### src/hw/cvxif_pkg.sv
// CV-X-IF subsystem package
// Opcodes, function codes, exception codes and the shared enums

`default_nettype none

package cvxif_pkg;

  // Custom-0 major opcode used by every coprocessor instruction
  localparam logic [6:0] OPCODE_CUSTOM0 = 7'b0001011;

  // funct7 must be zero for all supported operations
  localparam logic [6:0] FUNCT7_COPRO = 7'b0000000;

  // Width of instruction words on the issue channel
  localparam int unsigned InstrW = 32;

  // Width of the exception code on the result channel
  localparam int unsigned ExcCodeW = 6;

  // Operation select, the values match funct3
  typedef enum logic [1:0] {
    OP_ADD  = 2'd0,
    OP_XOR  = 2'd1,
    OP_MADD = 2'd2,
    OP_CHK  = 2'd3
  } copro_op_e;

  // RISC-V privilege levels, H mode is not supported
  typedef enum logic [1:0] {
    PRIV_U = 2'b00,
    PRIV_S = 2'b01,
    PRIV_M = 2'b11
  } priv_lvl_e;

  // Illegal instruction cause reported by the core side
  localparam logic [ExcCodeW-1:0] EXC_ILLEGAL_INSTR = 6'd2;

  // Coprocessor exception for CCHK outside machine mode
  localparam logic [ExcCodeW-1:0] EXC_PRIV_FAULT = 6'd24;

  // Cycles from issue transfer to CMADD result
  localparam int unsigned MADD_LATENCY = 3;

endpackage

`default_nettype wire

### src/hw/cvxif_if.sv
// CV-X-IF interface between the core-side unit and the coprocessor
// Carries the combined issue/commit channel and the result channel

`timescale 1ns/1ps
`default_nettype none

interface cvxif_if #(
  parameter int unsigned XLEN        = 32,
  parameter int unsigned NumRs       = 3,
  parameter int unsigned TransIdBits = 4
);

  // Issue and commit, driven by the core
  logic                              issue_valid;
  logic [cvxif_pkg::InstrW-1:0]      instr;
  cvxif_pkg::priv_lvl_e              mode;
  logic [TransIdBits-1:0]            id;
  logic [XLEN-1:0]                   rs [NumRs];
  logic [NumRs-1:0]                  rs_valid;
  logic                              commit_valid;
  logic [TransIdBits-1:0]            commit_id;

  // Issue response, driven by the coprocessor
  logic                              issue_ready;
  logic                              accept;
  logic                              writeback;

  // Result channel
  logic                              result_valid;
  logic                              result_ready;
  logic [TransIdBits-1:0]            result_id;
  logic [XLEN-1:0]                   result_data;
  logic                              result_we;
  logic                              result_exc;
  logic [cvxif_pkg::ExcCodeW-1:0]    result_exccode;

  modport core (
    output issue_valid, instr, mode, id, rs, rs_valid, commit_valid, commit_id,
    output result_ready,
    input  issue_ready, accept, writeback,
    input  result_valid, result_id, result_data, result_we, result_exc, result_exccode
  );

  modport copro (
    input  issue_valid, instr, mode, id, rs, rs_valid, commit_valid, commit_id,
    input  result_ready,
    output issue_ready, accept, writeback,
    output result_valid, result_id, result_data, result_we, result_exc, result_exccode
  );

endinterface

`default_nettype wire

### src/hw/cvxif_fu.sv
// Core-side CV-X-IF functional unit
// Issues and commits offloaded instructions and reports rejected ones as illegal

`timescale 1ns/1ps
`default_nettype none

module cvxif_fu #(
  parameter int unsigned XLEN        = 32,
  parameter int unsigned NumRs       = 3,
  parameter int unsigned TransIdBits = 4
) (
  input  wire logic                         clk_i,
  input  wire logic                         rst_ni,
  input  wire logic                         x_valid_i,
  input  wire logic [cvxif_pkg::InstrW-1:0] x_instr_i,
  input  cvxif_pkg::priv_lvl_e              x_priv_i,
  input  wire logic [TransIdBits-1:0]       x_trans_id_i,
  input  wire logic [XLEN-1:0]              x_rs1_i,
  input  wire logic [XLEN-1:0]              x_rs2_i,
  input  wire logic [XLEN-1:0]              x_rs3_i,
  output logic                              x_ready_o,
  output logic                              x_valid_o,
  output logic [TransIdBits-1:0]            x_trans_id_o,
  output logic [XLEN-1:0]                   x_result_o,
  output logic                              x_we_o,
  output logic                              x_exc_valid_o,
  output logic [XLEN-1:0]                   x_exc_cause_o,
  output logic [XLEN-1:0]                   x_exc_tval_o,
  cvxif_if.core                             cvxif_o
);

  logic                         illegal_d, illegal_q;
  logic [TransIdBits-1:0]       illegal_id_d, illegal_id_q;
  logic [cvxif_pkg::InstrW-1:0] illegal_instr_d, illegal_instr_q;
  logic                         rejected;

  // No new issue while an illegal report is still waiting for the port
  assign cvxif_o.issue_valid  = x_valid_i & ~illegal_q;
  assign cvxif_o.instr        = x_instr_i;
  assign cvxif_o.mode         = x_priv_i;
  assign cvxif_o.id           = x_trans_id_i;
  assign cvxif_o.rs[0]        = x_rs1_i;
  assign cvxif_o.rs[1]        = x_rs2_i;
  assign cvxif_o.rs_valid     = '1;
  assign cvxif_o.commit_valid = cvxif_o.issue_valid;
  assign cvxif_o.commit_id    = x_trans_id_i;
  assign cvxif_o.result_ready = 1'b1;

  if (NumRs == 3) begin : gen_rs3
    assign cvxif_o.rs[2] = x_rs3_i;
  end

  assign x_ready_o = cvxif_o.issue_ready & ~illegal_q;

  assign rejected = cvxif_o.issue_valid & cvxif_o.issue_ready & ~cvxif_o.accept;

  always_comb begin
    illegal_d       = illegal_q;
    illegal_id_d    = illegal_id_q;
    illegal_instr_d = illegal_instr_q;
    if (rejected) begin
      illegal_d       = 1'b1;
      illegal_id_d    = x_trans_id_i;
      illegal_instr_d = x_instr_i;
    end

    // Coprocessor result has priority on the output port
    x_valid_o     = cvxif_o.result_valid;
    x_trans_id_o  = cvxif_o.result_valid ? cvxif_o.result_id : '0;
    x_result_o    = cvxif_o.result_valid ? cvxif_o.result_data : '0;
    x_we_o        = cvxif_o.result_valid & cvxif_o.result_we;
    x_exc_valid_o = cvxif_o.result_valid & cvxif_o.result_exc;
    x_exc_cause_o = '0;
    if (cvxif_o.result_valid) begin
      x_exc_cause_o = XLEN'(cvxif_o.result_exccode);
    end
    x_exc_tval_o  = '0;

    // Free slot, so the illegal report goes out now
    if (illegal_d && !cvxif_o.result_valid) begin
      x_valid_o     = 1'b1;
      x_trans_id_o  = illegal_id_d;
      x_result_o    = '0;
      x_we_o        = 1'b0;
      x_exc_valid_o = 1'b1;
      x_exc_cause_o = XLEN'(cvxif_pkg::EXC_ILLEGAL_INSTR);
      x_exc_tval_o  = XLEN'(illegal_instr_d);
      illegal_d     = 1'b0;
    end
  end

  always_ff @(posedge clk_i or negedge rst_ni) begin
    if (!rst_ni) begin
      illegal_q <= 1'b0;
    end else begin
      illegal_q <= illegal_d;
    end
  end

  // ID and instruction word of the pending rejected transfer
  always_ff @(posedge clk_i) begin
    illegal_id_q    <= illegal_id_d;
    illegal_instr_q <= illegal_instr_d;
  end

endmodule

`default_nettype wire

### src/hw/copro_decoder.sv
// Coprocessor instruction decoder
// Decides accept, operation, writeback and privilege fault for custom-0 words

`timescale 1ns/1ps
`default_nettype none

module copro_decoder #(
  parameter int unsigned NumRs = 3
) (
  input  wire logic [cvxif_pkg::InstrW-1:0] instr_i,
  input  cvxif_pkg::priv_lvl_e              mode_i,
  output logic                              accept_o,
  output cvxif_pkg::copro_op_e              op_o,
  output logic                              we_o,
  output logic                              priv_fault_o
);

  logic [6:0] opcode;
  logic [2:0] funct3;
  logic [6:0] funct7;
  logic       enc_ok;

  assign opcode = instr_i[6:0];
  assign funct3 = instr_i[14:12];
  assign funct7 = instr_i[31:25];

  // Only funct3 0 to 3 are defined
  assign enc_ok = (opcode == cvxif_pkg::OPCODE_CUSTOM0) &&
                  (funct7 == cvxif_pkg::FUNCT7_COPRO) &&
                  !funct3[2];

  assign op_o = cvxif_pkg::copro_op_e'(funct3[1:0]);

  always_comb begin
    accept_o     = enc_ok;
    priv_fault_o = 1'b0;

    // Multiply-add needs the third source operand
    if (op_o == cvxif_pkg::OP_MADD && NumRs != 3) begin
      accept_o = 1'b0;
    end

    if (accept_o && op_o == cvxif_pkg::OP_CHK && mode_i != cvxif_pkg::PRIV_M) begin
      priv_fault_o = 1'b1;
    end

    // A faulting CCHK never writes the register file
    we_o = accept_o & ~priv_fault_o;
  end

endmodule

`default_nettype wire

### src/hw/copro_exec_unit.sv
// Coprocessor execution unit
// Single-cycle ADD/XOR/CHK and a multi-cycle multiply-add with registered results

`timescale 1ns/1ps
`default_nettype none

module copro_exec_unit #(
  parameter int unsigned XLEN        = 32,
  parameter int unsigned NumRs       = 3,
  parameter int unsigned TransIdBits = 4
) (
  input  wire logic           clk_i,
  input  wire logic           rst_ni,
  input  cvxif_pkg::copro_op_e op_i,
  input  wire logic           we_i,
  input  wire logic           priv_fault_i,
  input  wire logic           accept_i,
  cvxif_if.copro              cvxif_i
);

  localparam int unsigned CntW = $clog2(cvxif_pkg::MADD_LATENCY);

  logic [CntW-1:0]                  cnt_q;
  logic                             busy;
  logic                             res_valid_q;
  logic                             fire;
  logic                             commit_ok;
  logic [XLEN-1:0]                  addend;
  logic [XLEN-1:0]                  madd_res;
  logic [TransIdBits-1:0]           res_id_q;
  logic [XLEN-1:0]                  res_data_q;
  logic                             res_we_q;
  logic                             res_exc_q;
  logic [cvxif_pkg::ExcCodeW-1:0]   res_exccode_q;

  if (NumRs == 3) begin : gen_addend
    assign addend = cvxif_i.rs[2];
  end else begin : gen_no_addend
    assign addend = '0;
  end

  // Truncated to XLEN by the assignment width
  assign madd_res = cvxif_i.rs[0] * cvxif_i.rs[1] + addend;

  assign busy = (cnt_q != '0);

  // Stall while CMADD runs or while a result has not been taken
  assign cvxif_i.issue_ready = ~busy & ~(res_valid_q & ~cvxif_i.result_ready);
  assign cvxif_i.accept      = accept_i;
  assign cvxif_i.writeback   = we_i;

  // Issue and commit arrive together for the same ID
  assign commit_ok = cvxif_i.commit_valid && (cvxif_i.commit_id == cvxif_i.id);
  assign fire      = cvxif_i.issue_valid & cvxif_i.issue_ready & accept_i & commit_ok;

  always_ff @(posedge clk_i or negedge rst_ni) begin
    if (!rst_ni) begin
      cnt_q       <= '0;
      res_valid_q <= 1'b0;
    end else begin
      if (res_valid_q && cvxif_i.result_ready) begin
        res_valid_q <= 1'b0;
      end
      if (fire && op_i == cvxif_pkg::OP_MADD) begin
        cnt_q <= CntW'(cvxif_pkg::MADD_LATENCY - 1);
      end else if (busy) begin
        cnt_q <= cnt_q - 1'b1;
      end
      // Last busy cycle of CMADD, or a single-cycle op just issued
      if (cnt_q == CntW'(1)) begin
        res_valid_q <= 1'b1;
      end
      if (fire && op_i != cvxif_pkg::OP_MADD) begin
        res_valid_q <= 1'b1;
      end
    end
  end

  always_ff @(posedge clk_i) begin
    if (fire) begin
      res_id_q      <= cvxif_i.id;
      res_we_q      <= we_i;
      res_exc_q     <= 1'b0;
      res_exccode_q <= '0;
      unique case (op_i)
        cvxif_pkg::OP_ADD:  res_data_q <= cvxif_i.rs[0] + cvxif_i.rs[1];
        cvxif_pkg::OP_XOR:  res_data_q <= cvxif_i.rs[0] ^ cvxif_i.rs[1];
        cvxif_pkg::OP_MADD: res_data_q <= madd_res;
        cvxif_pkg::OP_CHK: begin
          if (priv_fault_i) begin
            res_data_q    <= '0;
            res_exc_q     <= 1'b1;
            res_exccode_q <= cvxif_pkg::EXC_PRIV_FAULT;
          end else begin
            res_data_q <= cvxif_i.rs[0];
          end
        end
        default: res_data_q <= '0;
      endcase
    end
  end

  assign cvxif_i.result_valid   = res_valid_q;
  assign cvxif_i.result_id      = res_id_q;
  assign cvxif_i.result_data    = res_data_q;
  assign cvxif_i.result_we      = res_we_q;
  assign cvxif_i.result_exc     = res_exc_q;
  assign cvxif_i.result_exccode = res_exccode_q;

endmodule

`default_nettype wire

### src/hw/cvxif_subsys.sv
// CV-X-IF subsystem top level
// Core-side functional unit linked to a custom-0 coprocessor

`timescale 1ns/1ps
`default_nettype none

module cvxif_subsys #(
  parameter int unsigned XLEN        = 32,
  parameter int unsigned NumRs       = 3,
  parameter int unsigned TransIdBits = 4
) (
  input  wire logic                         clk_i,
  input  wire logic                         rst_ni,
  input  wire logic                         x_valid_i,
  input  wire logic [cvxif_pkg::InstrW-1:0] x_instr_i,
  input  cvxif_pkg::priv_lvl_e              x_priv_i,
  input  wire logic [TransIdBits-1:0]       x_trans_id_i,
  input  wire logic [XLEN-1:0]              x_rs1_i,
  input  wire logic [XLEN-1:0]              x_rs2_i,
  input  wire logic [XLEN-1:0]              x_rs3_i,
  output logic                              x_ready_o,
  output logic                              x_valid_o,
  output logic [TransIdBits-1:0]            x_trans_id_o,
  output logic [XLEN-1:0]                   x_result_o,
  output logic                              x_we_o,
  output logic                              x_exc_valid_o,
  output logic [XLEN-1:0]                   x_exc_cause_o,
  output logic [XLEN-1:0]                   x_exc_tval_o
);

  cvxif_pkg::copro_op_e dec_op;
  logic                 dec_accept;
  logic                 dec_we;
  logic                 dec_priv_fault;

  cvxif_if #(
    .XLEN        (XLEN),
    .NumRs       (NumRs),
    .TransIdBits (TransIdBits)
  ) cvxif ();

  cvxif_fu #(
    .XLEN        (XLEN),
    .NumRs       (NumRs),
    .TransIdBits (TransIdBits)
  ) i_cvxif_fu (
    .clk_i         (clk_i),
    .rst_ni        (rst_ni),
    .x_valid_i     (x_valid_i),
    .x_instr_i     (x_instr_i),
    .x_priv_i      (x_priv_i),
    .x_trans_id_i  (x_trans_id_i),
    .x_rs1_i       (x_rs1_i),
    .x_rs2_i       (x_rs2_i),
    .x_rs3_i       (x_rs3_i),
    .x_ready_o     (x_ready_o),
    .x_valid_o     (x_valid_o),
    .x_trans_id_o  (x_trans_id_o),
    .x_result_o    (x_result_o),
    .x_we_o        (x_we_o),
    .x_exc_valid_o (x_exc_valid_o),
    .x_exc_cause_o (x_exc_cause_o),
    .x_exc_tval_o  (x_exc_tval_o),
    .cvxif_o       (cvxif.core)
  );

  // Decode straight off the issue channel
  copro_decoder #(
    .NumRs (NumRs)
  ) i_copro_decoder (
    .instr_i      (cvxif.instr),
    .mode_i       (cvxif.mode),
    .accept_o     (dec_accept),
    .op_o         (dec_op),
    .we_o         (dec_we),
    .priv_fault_o (dec_priv_fault)
  );

  copro_exec_unit #(
    .XLEN        (XLEN),
    .NumRs       (NumRs),
    .TransIdBits (TransIdBits)
  ) i_copro_exec_unit (
    .clk_i        (clk_i),
    .rst_ni       (rst_ni),
    .op_i         (dec_op),
    .we_i         (dec_we),
    .priv_fault_i (dec_priv_fault),
    .accept_i     (dec_accept),
    .cvxif_i      (cvxif.copro)
  );

endmodule

`default_nettype wire

### config.mk
export PLATFORM = sky130hd
export DESIGN_NAME = cvxif_subsys
export DESIGN_NICKNAME = d
export VERILOG_FILES = /design/src/hw/cvxif_pkg.sv /design/src/hw/cvxif_if.sv /design/src/hw/cvxif_fu.sv /design/src/hw/copro_decoder.sv /design/src/hw/copro_exec_unit.sv /design/src/hw/cvxif_subsys.sv
export SDC_FILE = /design/constraint.sdc
export NUM_CORES = 2
export LEC_CHECK = 0
export ABC_CLOCK_PERIOD_IN_PS = 3550
export BUFFER_PORTS_ARGS = -buffer_cell sky130_fd_sc_hd__buf_4
export CORE_MARGIN = 5
export CORE_UTILIZATION = 45
export CTS_BUF_LIST = sky130_fd_sc_hd__clkbuf_4 sky130_fd_sc_hd__clkbuf_8
export CTS_CLUSTER_SIZE = 40
export DETAILED_ROUTE_END_ITERATION = 6
export HOLD_SLACK_MARGIN = 0.03
export PLACE_DENSITY = 0.73
export SLEW_MARGIN = 20
export SYNTH_ARGS = -nofsm -noshare
export SYNTH_HDL_FRONTEND = slang
export SYNTH_SLANG_ARGS = --single-unit
### constraint.sdc
create_clock -name clk_i -period 3.55 [get_ports clk_i]
set_clock_uncertainty 0.1 [all_clocks]
set_input_delay 0.355 -clock clk_i [delete_from_list [all_inputs] [get_ports clk_i]]
set_output_delay 0.355 -clock clk_i [all_outputs]
set_load 0.01 [all_outputs]
# After elaboration in Yosys (flattened, before gate mapping)
# Index checks and enable logic that the tools add are counted.
dict set report op_classes {
  reduce_logical 13
  n_bitwise 14
  eq_ne 7
  mux 23
  n_addsub 3
  n_mul 1
}
# op n
set op_table {}
lappend op_table {{$mux 32} 5}
lappend op_table {{$pmux 32 s4} 1}
lappend op_table {{$add 32x32->32} 2}
lappend op_table {{$mul 32x32->32} 1}
lappend op_table {{$xor 32x32->32} 1}
lappend op_table {{$mux 4} 3}
lappend op_table {{$mux 6} 2}
lappend op_table {{$and 1x1->1} 9}
lappend op_table {{$mux 1} 9}
lappend op_table {{$eq 7x4->1 const B} 1}
lappend op_table {{$logic_and 1x1->1} 7}
lappend op_table {{$logic_not 7->1} 1}
lappend op_table {{$mux 5} 1}
lappend op_table {{$eq 2x1->1 const B} 2}
lappend op_table {{$eq 2x2->1 const B} 2}
lappend op_table {{$mux 2} 2}
lappend op_table {{$ne 2x2->1 const B} 2}
lappend op_table {{$not 1->1} 4}
lappend op_table {{$reduce_bool 2->1} 2}
lappend op_table {{$logic_not 1->1} 2}
lappend op_table {{$logic_not 2->1} 1}
lappend op_table {{$sub 2x1->2 const B} 1}
dict set report totals {
  reg_bits 84
  word_cells 71
  out_inout_bits 104
  inputBits 137
}

# Logic depth before layout (Yosys ltp)
dict set report logic_depth {
  word_depth 8
  depth_mapped 29
}

# Modules after synthesis
# From an unflattened synthesis, not the netlist that was laid out.
dict set report unflattened {
  hier_cells 2675
  area_unflattened_um2 23855.4
}
# mod area_per_inst_um2 n_inst cells_each seq_area_each_um2
set by_module_without_submodules {}
lappend by_module_without_submodules {copro_exec_unit 20535.9 1 2312 1216.2}
lappend by_module_without_submodules {cvxif_fu 3230.6 1 351 745.7}
lappend by_module_without_submodules {copro_decoder 88.8 1 12 0.0}

# Least setup slack after synthesis
# No wires, ideal clock.
dict set report synth_path {
  path_kind {input-to-reg}
  startpoint {input port x_rs1_i[13]}
  endpoint {register i_copro_exec_unit.res_data_q[30], in the netlist i_copro_exec_unit.cvxif_i.result_data[30] (data pin)}
  cell_stages 24
  slack_ns -3.697
  n_path_buf 2
  arrival_ns 6.998
  setup_time_ns 0.148
  t_required_ns 3.302
  path_cell_list {clkbuf_1 > clkbuf_1 > and2_1 > fa_1 > fa_1 > fa_1 > inv_1 > fa_1 > inv_1 > fa_1 > fa_1 > fa_1 > inv_1 > fa_1 > inv_1 > ha_1 > or3_1 > o211ai_1 > o21ai_1 > a311o_1 > a41o_1 > a211o_1 > a21oi_1 > a2bb2oi_1}
}
dict set report synth_via {
  elab_chain_len 3
  elab_cells_between_ends 4
  classes_between {add/sub: 2; mul: 1; mux: 1}
}
# item line_no
set synth_rtl {}
lappend synth_rtl {{start, declared} cvxif_subsys.sv:18} ;# input wire logic [XLEN-1:0] x_rs1_i,
lappend synth_rtl {{$mul 32x32->32} copro_exec_unit.sv:43} ;# assign madd_res = cvxif_i.rs[0] * cvxif_i.rs[1] + addend;
lappend synth_rtl {{$add 32x32->32} copro_exec_unit.sv:43}
lappend synth_rtl {{$pmux 32 s4 *} copro_exec_unit.sv:85} ;# unique case (op_i)
lappend synth_rtl {{end signal, assigned} copro_exec_unit.sv:86} ;# cvxif_pkg::OP_ADD: res_data_q <= cvxif_i.rs[0] + cvxif_i.rs[1];
lappend synth_rtl {{end signal, assigned} copro_exec_unit.sv:87} ;# cvxif_pkg::OP_XOR: res_data_q <= cvxif_i.rs[0] ^ cvxif_i.rs[1];
lappend synth_rtl {{end signal, assigned} copro_exec_unit.sv:88} ;# cvxif_pkg::OP_MADD: res_data_q <= madd_res;
lappend synth_rtl {{end, declared} copro_exec_unit.sv:31} ;# logic [XLEN-1:0] res_data_q;
# Mark *: on every way between the ends. The rest lies on a longest branch, timed or not.
# A chain may end at the register's enable or synchronous reset.

# Worst setup path in the final report
dict set report layout_path {
  startpoint {input port x_rs2_i[2]}
  endpoint {register i_copro_exec_unit.res_data_q[30], in the netlist i_copro_exec_unit.cvxif_i.result_data[30] (data pin)}
}
dict set report layout_via {
  elab_chain_len 3
  elab_cells_between_ends 4
  classes_between {add/sub: 2; mul: 1; mux: 1}
}
# item line_no
set layout_rtl {}
lappend layout_rtl {{start, declared} cvxif_subsys.sv:19} ;# input wire logic [XLEN-1:0] x_rs2_i,
lappend layout_rtl {{$mul 32x32->32} copro_exec_unit.sv:43}
lappend layout_rtl {{$add 32x32->32} copro_exec_unit.sv:43}
lappend layout_rtl {{$pmux 32 s4 *} copro_exec_unit.sv:85}
# Marks and branches as above.

==> results by stage <==
Global route:
- The number of global-route vias before repair is 21.3k.
- The first global-routing pass estimated 118,000 um of wire.
- The overall track demand over capacity in global routing is 0.281.
- Entering global routing, the biggest net connects 65 pins.
- The number of antenna violations at the first check in global routing is 3.
- The residual overflow from global routing is 0.

STA:
- The final worst-path cycle share is 1.90.
- The final max-slew violation count is 0.
- For the final routed database, the setup TNS stands at -69,380 ps.
- The slew at the pin closest to its max-slew limit is 1120 ps.
- The clock period minus worst slack is 6750 ps.
- Setup violations remaining at the end of the flow were counted as 28.
- The worst setup margin is -3200 ps.
- The highest achievable clock rate is 0.148 GHz.
- Measured against its own limit, the worst slew margin works out to 0.252.
- The final count of hold timing violations is 0.
- Setup repair after global routing could not meet its margin everywhere.

Floorplan:
- During I/O placement, the number of pins put on the boundary was 241.
- Measured along the x axis, the die boundary spans 232 um.
- After floorplanning, the core was divided into 81 placement rows.
- For this configuration, the core starts out at a cell density of 0.455.
- The die covers 54,000 sq um.
- The floorplan step set the die height to 232 um.
- In this run the standard cell core region covers 49,000 sq um.

Run:
- Max-cap violations in this run came to 0.

Synth:
- The count of distinct cell types in the synthesized netlist is 70.
- The part of the Yosys area used for sequential elements is 0.0881.
- During synthesis, Yosys emitted a total of 0 warnings.
- Yosys attributes the largest share of cell area to sky130_fd_sc_hd__fa_1 39%, sky130_fd_sc_hd__and2_1 9.7%, sky130_fd_sc_hd__ha_1 8.8%.
- The average instance area after synthesis is 8.70 sq um.
- The cell type contributing the most total cell area after synthesis is sky130_fd_sc_hd__fa_1.
- The post-synthesis cell count is 2,560.
- The share of synthesized registers carrying an async set or reset is 0.0513.
- The synthesized netlist occupies a cell area of 22,300 sq um.
- The count of flip-flops with a built-in enable after synthesis is 38.
- The share of synthesized area in the top cell type comes to 0.395.
- The count of state elements after synthesis is 78.
- The most used flip-flop cell after synthesis is sky130_fd_sc_hd__edfxtp_1.

Cells and area:
- The share of post-route cells with drive strength above 1 is 0.248.
- Leaving out fill and tap cells, the most frequent cell in the layout is sky130_fd_sc_hd__inv_1.
- The multi-input combinational cells in the finished layout cover a total of 18,800 sq um.
- The filler cells instantiated in the layout total 4,210.
- The top cell types in the final layout, fill and taps aside, are 479 x sky130_fd_sc_hd__inv_1, 433 x sky130_fd_sc_hd__buf_4, 421 x sky130_fd_sc_hd__fa_1, 346 x sky130_fd_sc_hd__nand2_1, 317 x sky130_fd_sc_hd__and2_1.
- The area growth from synthesis to layout is 26.8%.
- The sequential cells in the finished layout cover a total of 1960 sq um.
- In the final design database the tool counted 3,691 nets.

Critical path:
- The worst-case register-to-register setup slack is 1060 ps.
- The count of cell instances traversed by the critical path is 23.
- Data arrives at the worst endpoint at 6870 ps.
- The reg-to-reg startpoint is i_copro_exec_unit.cnt_q[0].
- On the worst path, the slowest cell contributes a delay of 560 ps.
- The signal on the critical path passes through buf_16 > buf_8 > and2_4 > fa_1 > fa_1 > fa_1 > fa_1 > ha_1 > ha_1 > inv_1 > fa_1 > fa_1 > inv_2 > ha_4 > or3_4 > or2_4 > a31oi_4 > a311oi_4 > a311o_1 > a41o_1 > a211o_1 > a21oi_2 > a2bb2oi_2.
- The number of cells on the worst reg-to-reg path is 10.
- The endpoint kind of the worst setup timing path is a flop.
- Of all nets on the critical path, the largest fanout is 7.
- The timing startpoint of the critical path is x_rs2_i[2].
- The most common cell type on the critical path is sky130_fd_sc_hd__fa_1.
- On the critical path the largest part of the delay comes from adder cells.
- STA classifies the critical path startpoint as an input pin.
- The number of buffer and inverter stages on the critical path is 4.
- The critical register-to-register path endpoint is i_copro_exec_unit.cnt_q[1].
- Data on the critical path is required at its endpoint by 3670 ps.
- The cell with the biggest individual delay on the critical path is sky130_fd_sc_hd__fa_1.
- The startpoint-to-endpoint class of the critical path is in -> reg.
- Following the worst setup path forward leads to its endpoint at i_copro_exec_unit.cvxif_i.result_data[30].

Routing:
- The total vias in the final route is 19.3k.
- In this run the remaining antenna-violating nets after routing total 0.
- The first TritonRoute pass finished after 5 iterations.
- In the routed design, unresolved DRC markers number 0.
- The final routed wirelength across all metal layers is 76,200 um.
- The detailed router finished its first iteration with 1,351 violations.
- After detailed routing, the number of vias per cell comes to 5.31.
- The routed length per placed instance is 21.0 um.

Clock network:
- The clock tree from TritonCTS is done.
- For the worst-skew pair, the clock arrives at the later sink with an insertion delay of 360 ps.
- The number of buffers inserted during clock tree synthesis is 9.
- The H-tree depth is 3.
- After clock tree synthesis, the clock-pin slew on the worst setup and hold paths is 90 ps.
- Clock tree synthesis found a total of 78 sinks.
- In this run the deepest clock path goes through 2 buffers.
- The cell sitting at the root of the clock tree is a sky130_fd_sc_hd__clkbuf_8.

Placement:
- Summed over all nets, the half-perimeter wirelength after detailed placement is 62,000 um.
- The count of buffers added on input and output ports is 211.
- The final weighted congestion in routability-driven placement is 0.964.

Hold path:
- The worst min-delay path class is in -> reg.
- The worst hold path cell count is 1.

Status:
- The run finished, with violations left.
- The final reports fail on setup timing.
-- worst min path at each step --
stage                                from                                endpoint  slack (ps)
after floorplan                    rst_ni              i_copro_exec_unit.cnt_q[0]         -40
after global placement             rst_ni              i_copro_exec_unit.cnt_q[1]          50
after detailed placement           rst_ni              i_copro_exec_unit.cnt_q[1]          60
after CTS                 x_trans_id_i[1]  i_copro_exec_unit.cvxif_i.result_id[1]          80
after global routing      x_trans_id_i[0]  i_copro_exec_unit.cvxif_i.result_id[0]          60
final                     x_trans_id_i[1]  i_copro_exec_unit.cvxif_i.result_id[1]          90
-- registers in the layout, summed over array words and instances (netlist names) --
signal,count
i_copro_exec_unit.cvxif_i.result_data,32
i_cvxif_fu.illegal_instr_q,32
i_copro_exec_unit.cvxif_i.result_id,4
i_cvxif_fu.illegal_id_q,4
i_copro_exec_unit.cnt_q,2
i_copro_exec_unit.cvxif_i.result_exccode,1
i_copro_exec_unit.cvxif_i.result_valid,1
i_copro_exec_unit.cvxif_i.result_we,1
i_cvxif_fu.illegal_q,1
-- through the flow --
stage / util / area (sq um) / setup WS, ps / std cells / hold WS (ps)
floorplan: - / 22900 / -3290 / 2588 / -40.6
detailed placement: 0.543 / 26600 / -3700 / 3577 / 55.5
global placement: 0.543 / 26600 / -3670 / 3577 / 52.1
global route: 0.577 / 28200 / -3390 / 3627 / 63.8
finish: 0.577 / 28200 / -3200 / 3628 / 88.9
CTS: 0.568 / 27800 / -3140 / 3614 / 76.0
-- cell families after synthesis --
group | after synthesis | synth area share
and+or+nand+nor | 866 | 0.197
buffers and inverters | 670 | 0.118
adders and majority gates | 596 | 0.483
AOI/OAI and AO/OA | 238 | 0.0704
xor gates and xnor gates | 105 | 0.0413
DFF | 78 | 0.0881
muxes | 6 | 0.00275
other | 1 | 0.000168
-- cells in the mapped netlist (all sizes together), types with 6 or more instances --
cell type and n:
or3 6, a211oi 10, and3 7, edfxtp 38, buf 31, inv 519, nand2 352, a31oi 14
xor2 26, o21ai 47, o31ai 9, or2 6, clkbuf 120, nor2b 41, nor3 9, nand2b 6
xnor2 79, ha 157, a21oi 65, fa 439, and2 346, nor2 56, dfxtp 36, o21a 14
nand3 23, a21o 22, a221oi 8
-- cell type report --
type	instances	share of cell area
antenna	1	0.0000886
clock buffer	11	0.00514
clock inverter	5	0.00372
inverter	519	0.0690
multi-input combinational	1840	0.664
sequential	78	0.0695
tap	664	0.0294
timing repair buffer	510	0.159
-- layer usage --
layer | wire length, um | vias to the layer above | GRT usage
met1 | 28500 | 9746 | 0.343
met4 | 3890 | 2 | 0.118
met3 | 5470 | 251 | 0.0497
met5 | 20 | - | 0
met2 | 38300 | 819 | 0.493
li1 | - | 8449 | -
-- what timing repair did --
| action | in CTS | in global routing |
|---|---|---|
| buffers inserted | 21 | 13 |
| endpoints found under the hold margin | 4 | 0 |
| gates cloned | 2 | 2 |
| setup endpoints to repair | 28 | 28 |
| hold buffers | 1 | 0 |
| pin swaps | 118 | 61 |
| gates resized for setup | 193 | 68 |
Power is not shown: default switching activity piles up to over one toggle a cycle in this logic, so the estimate is an artifact.
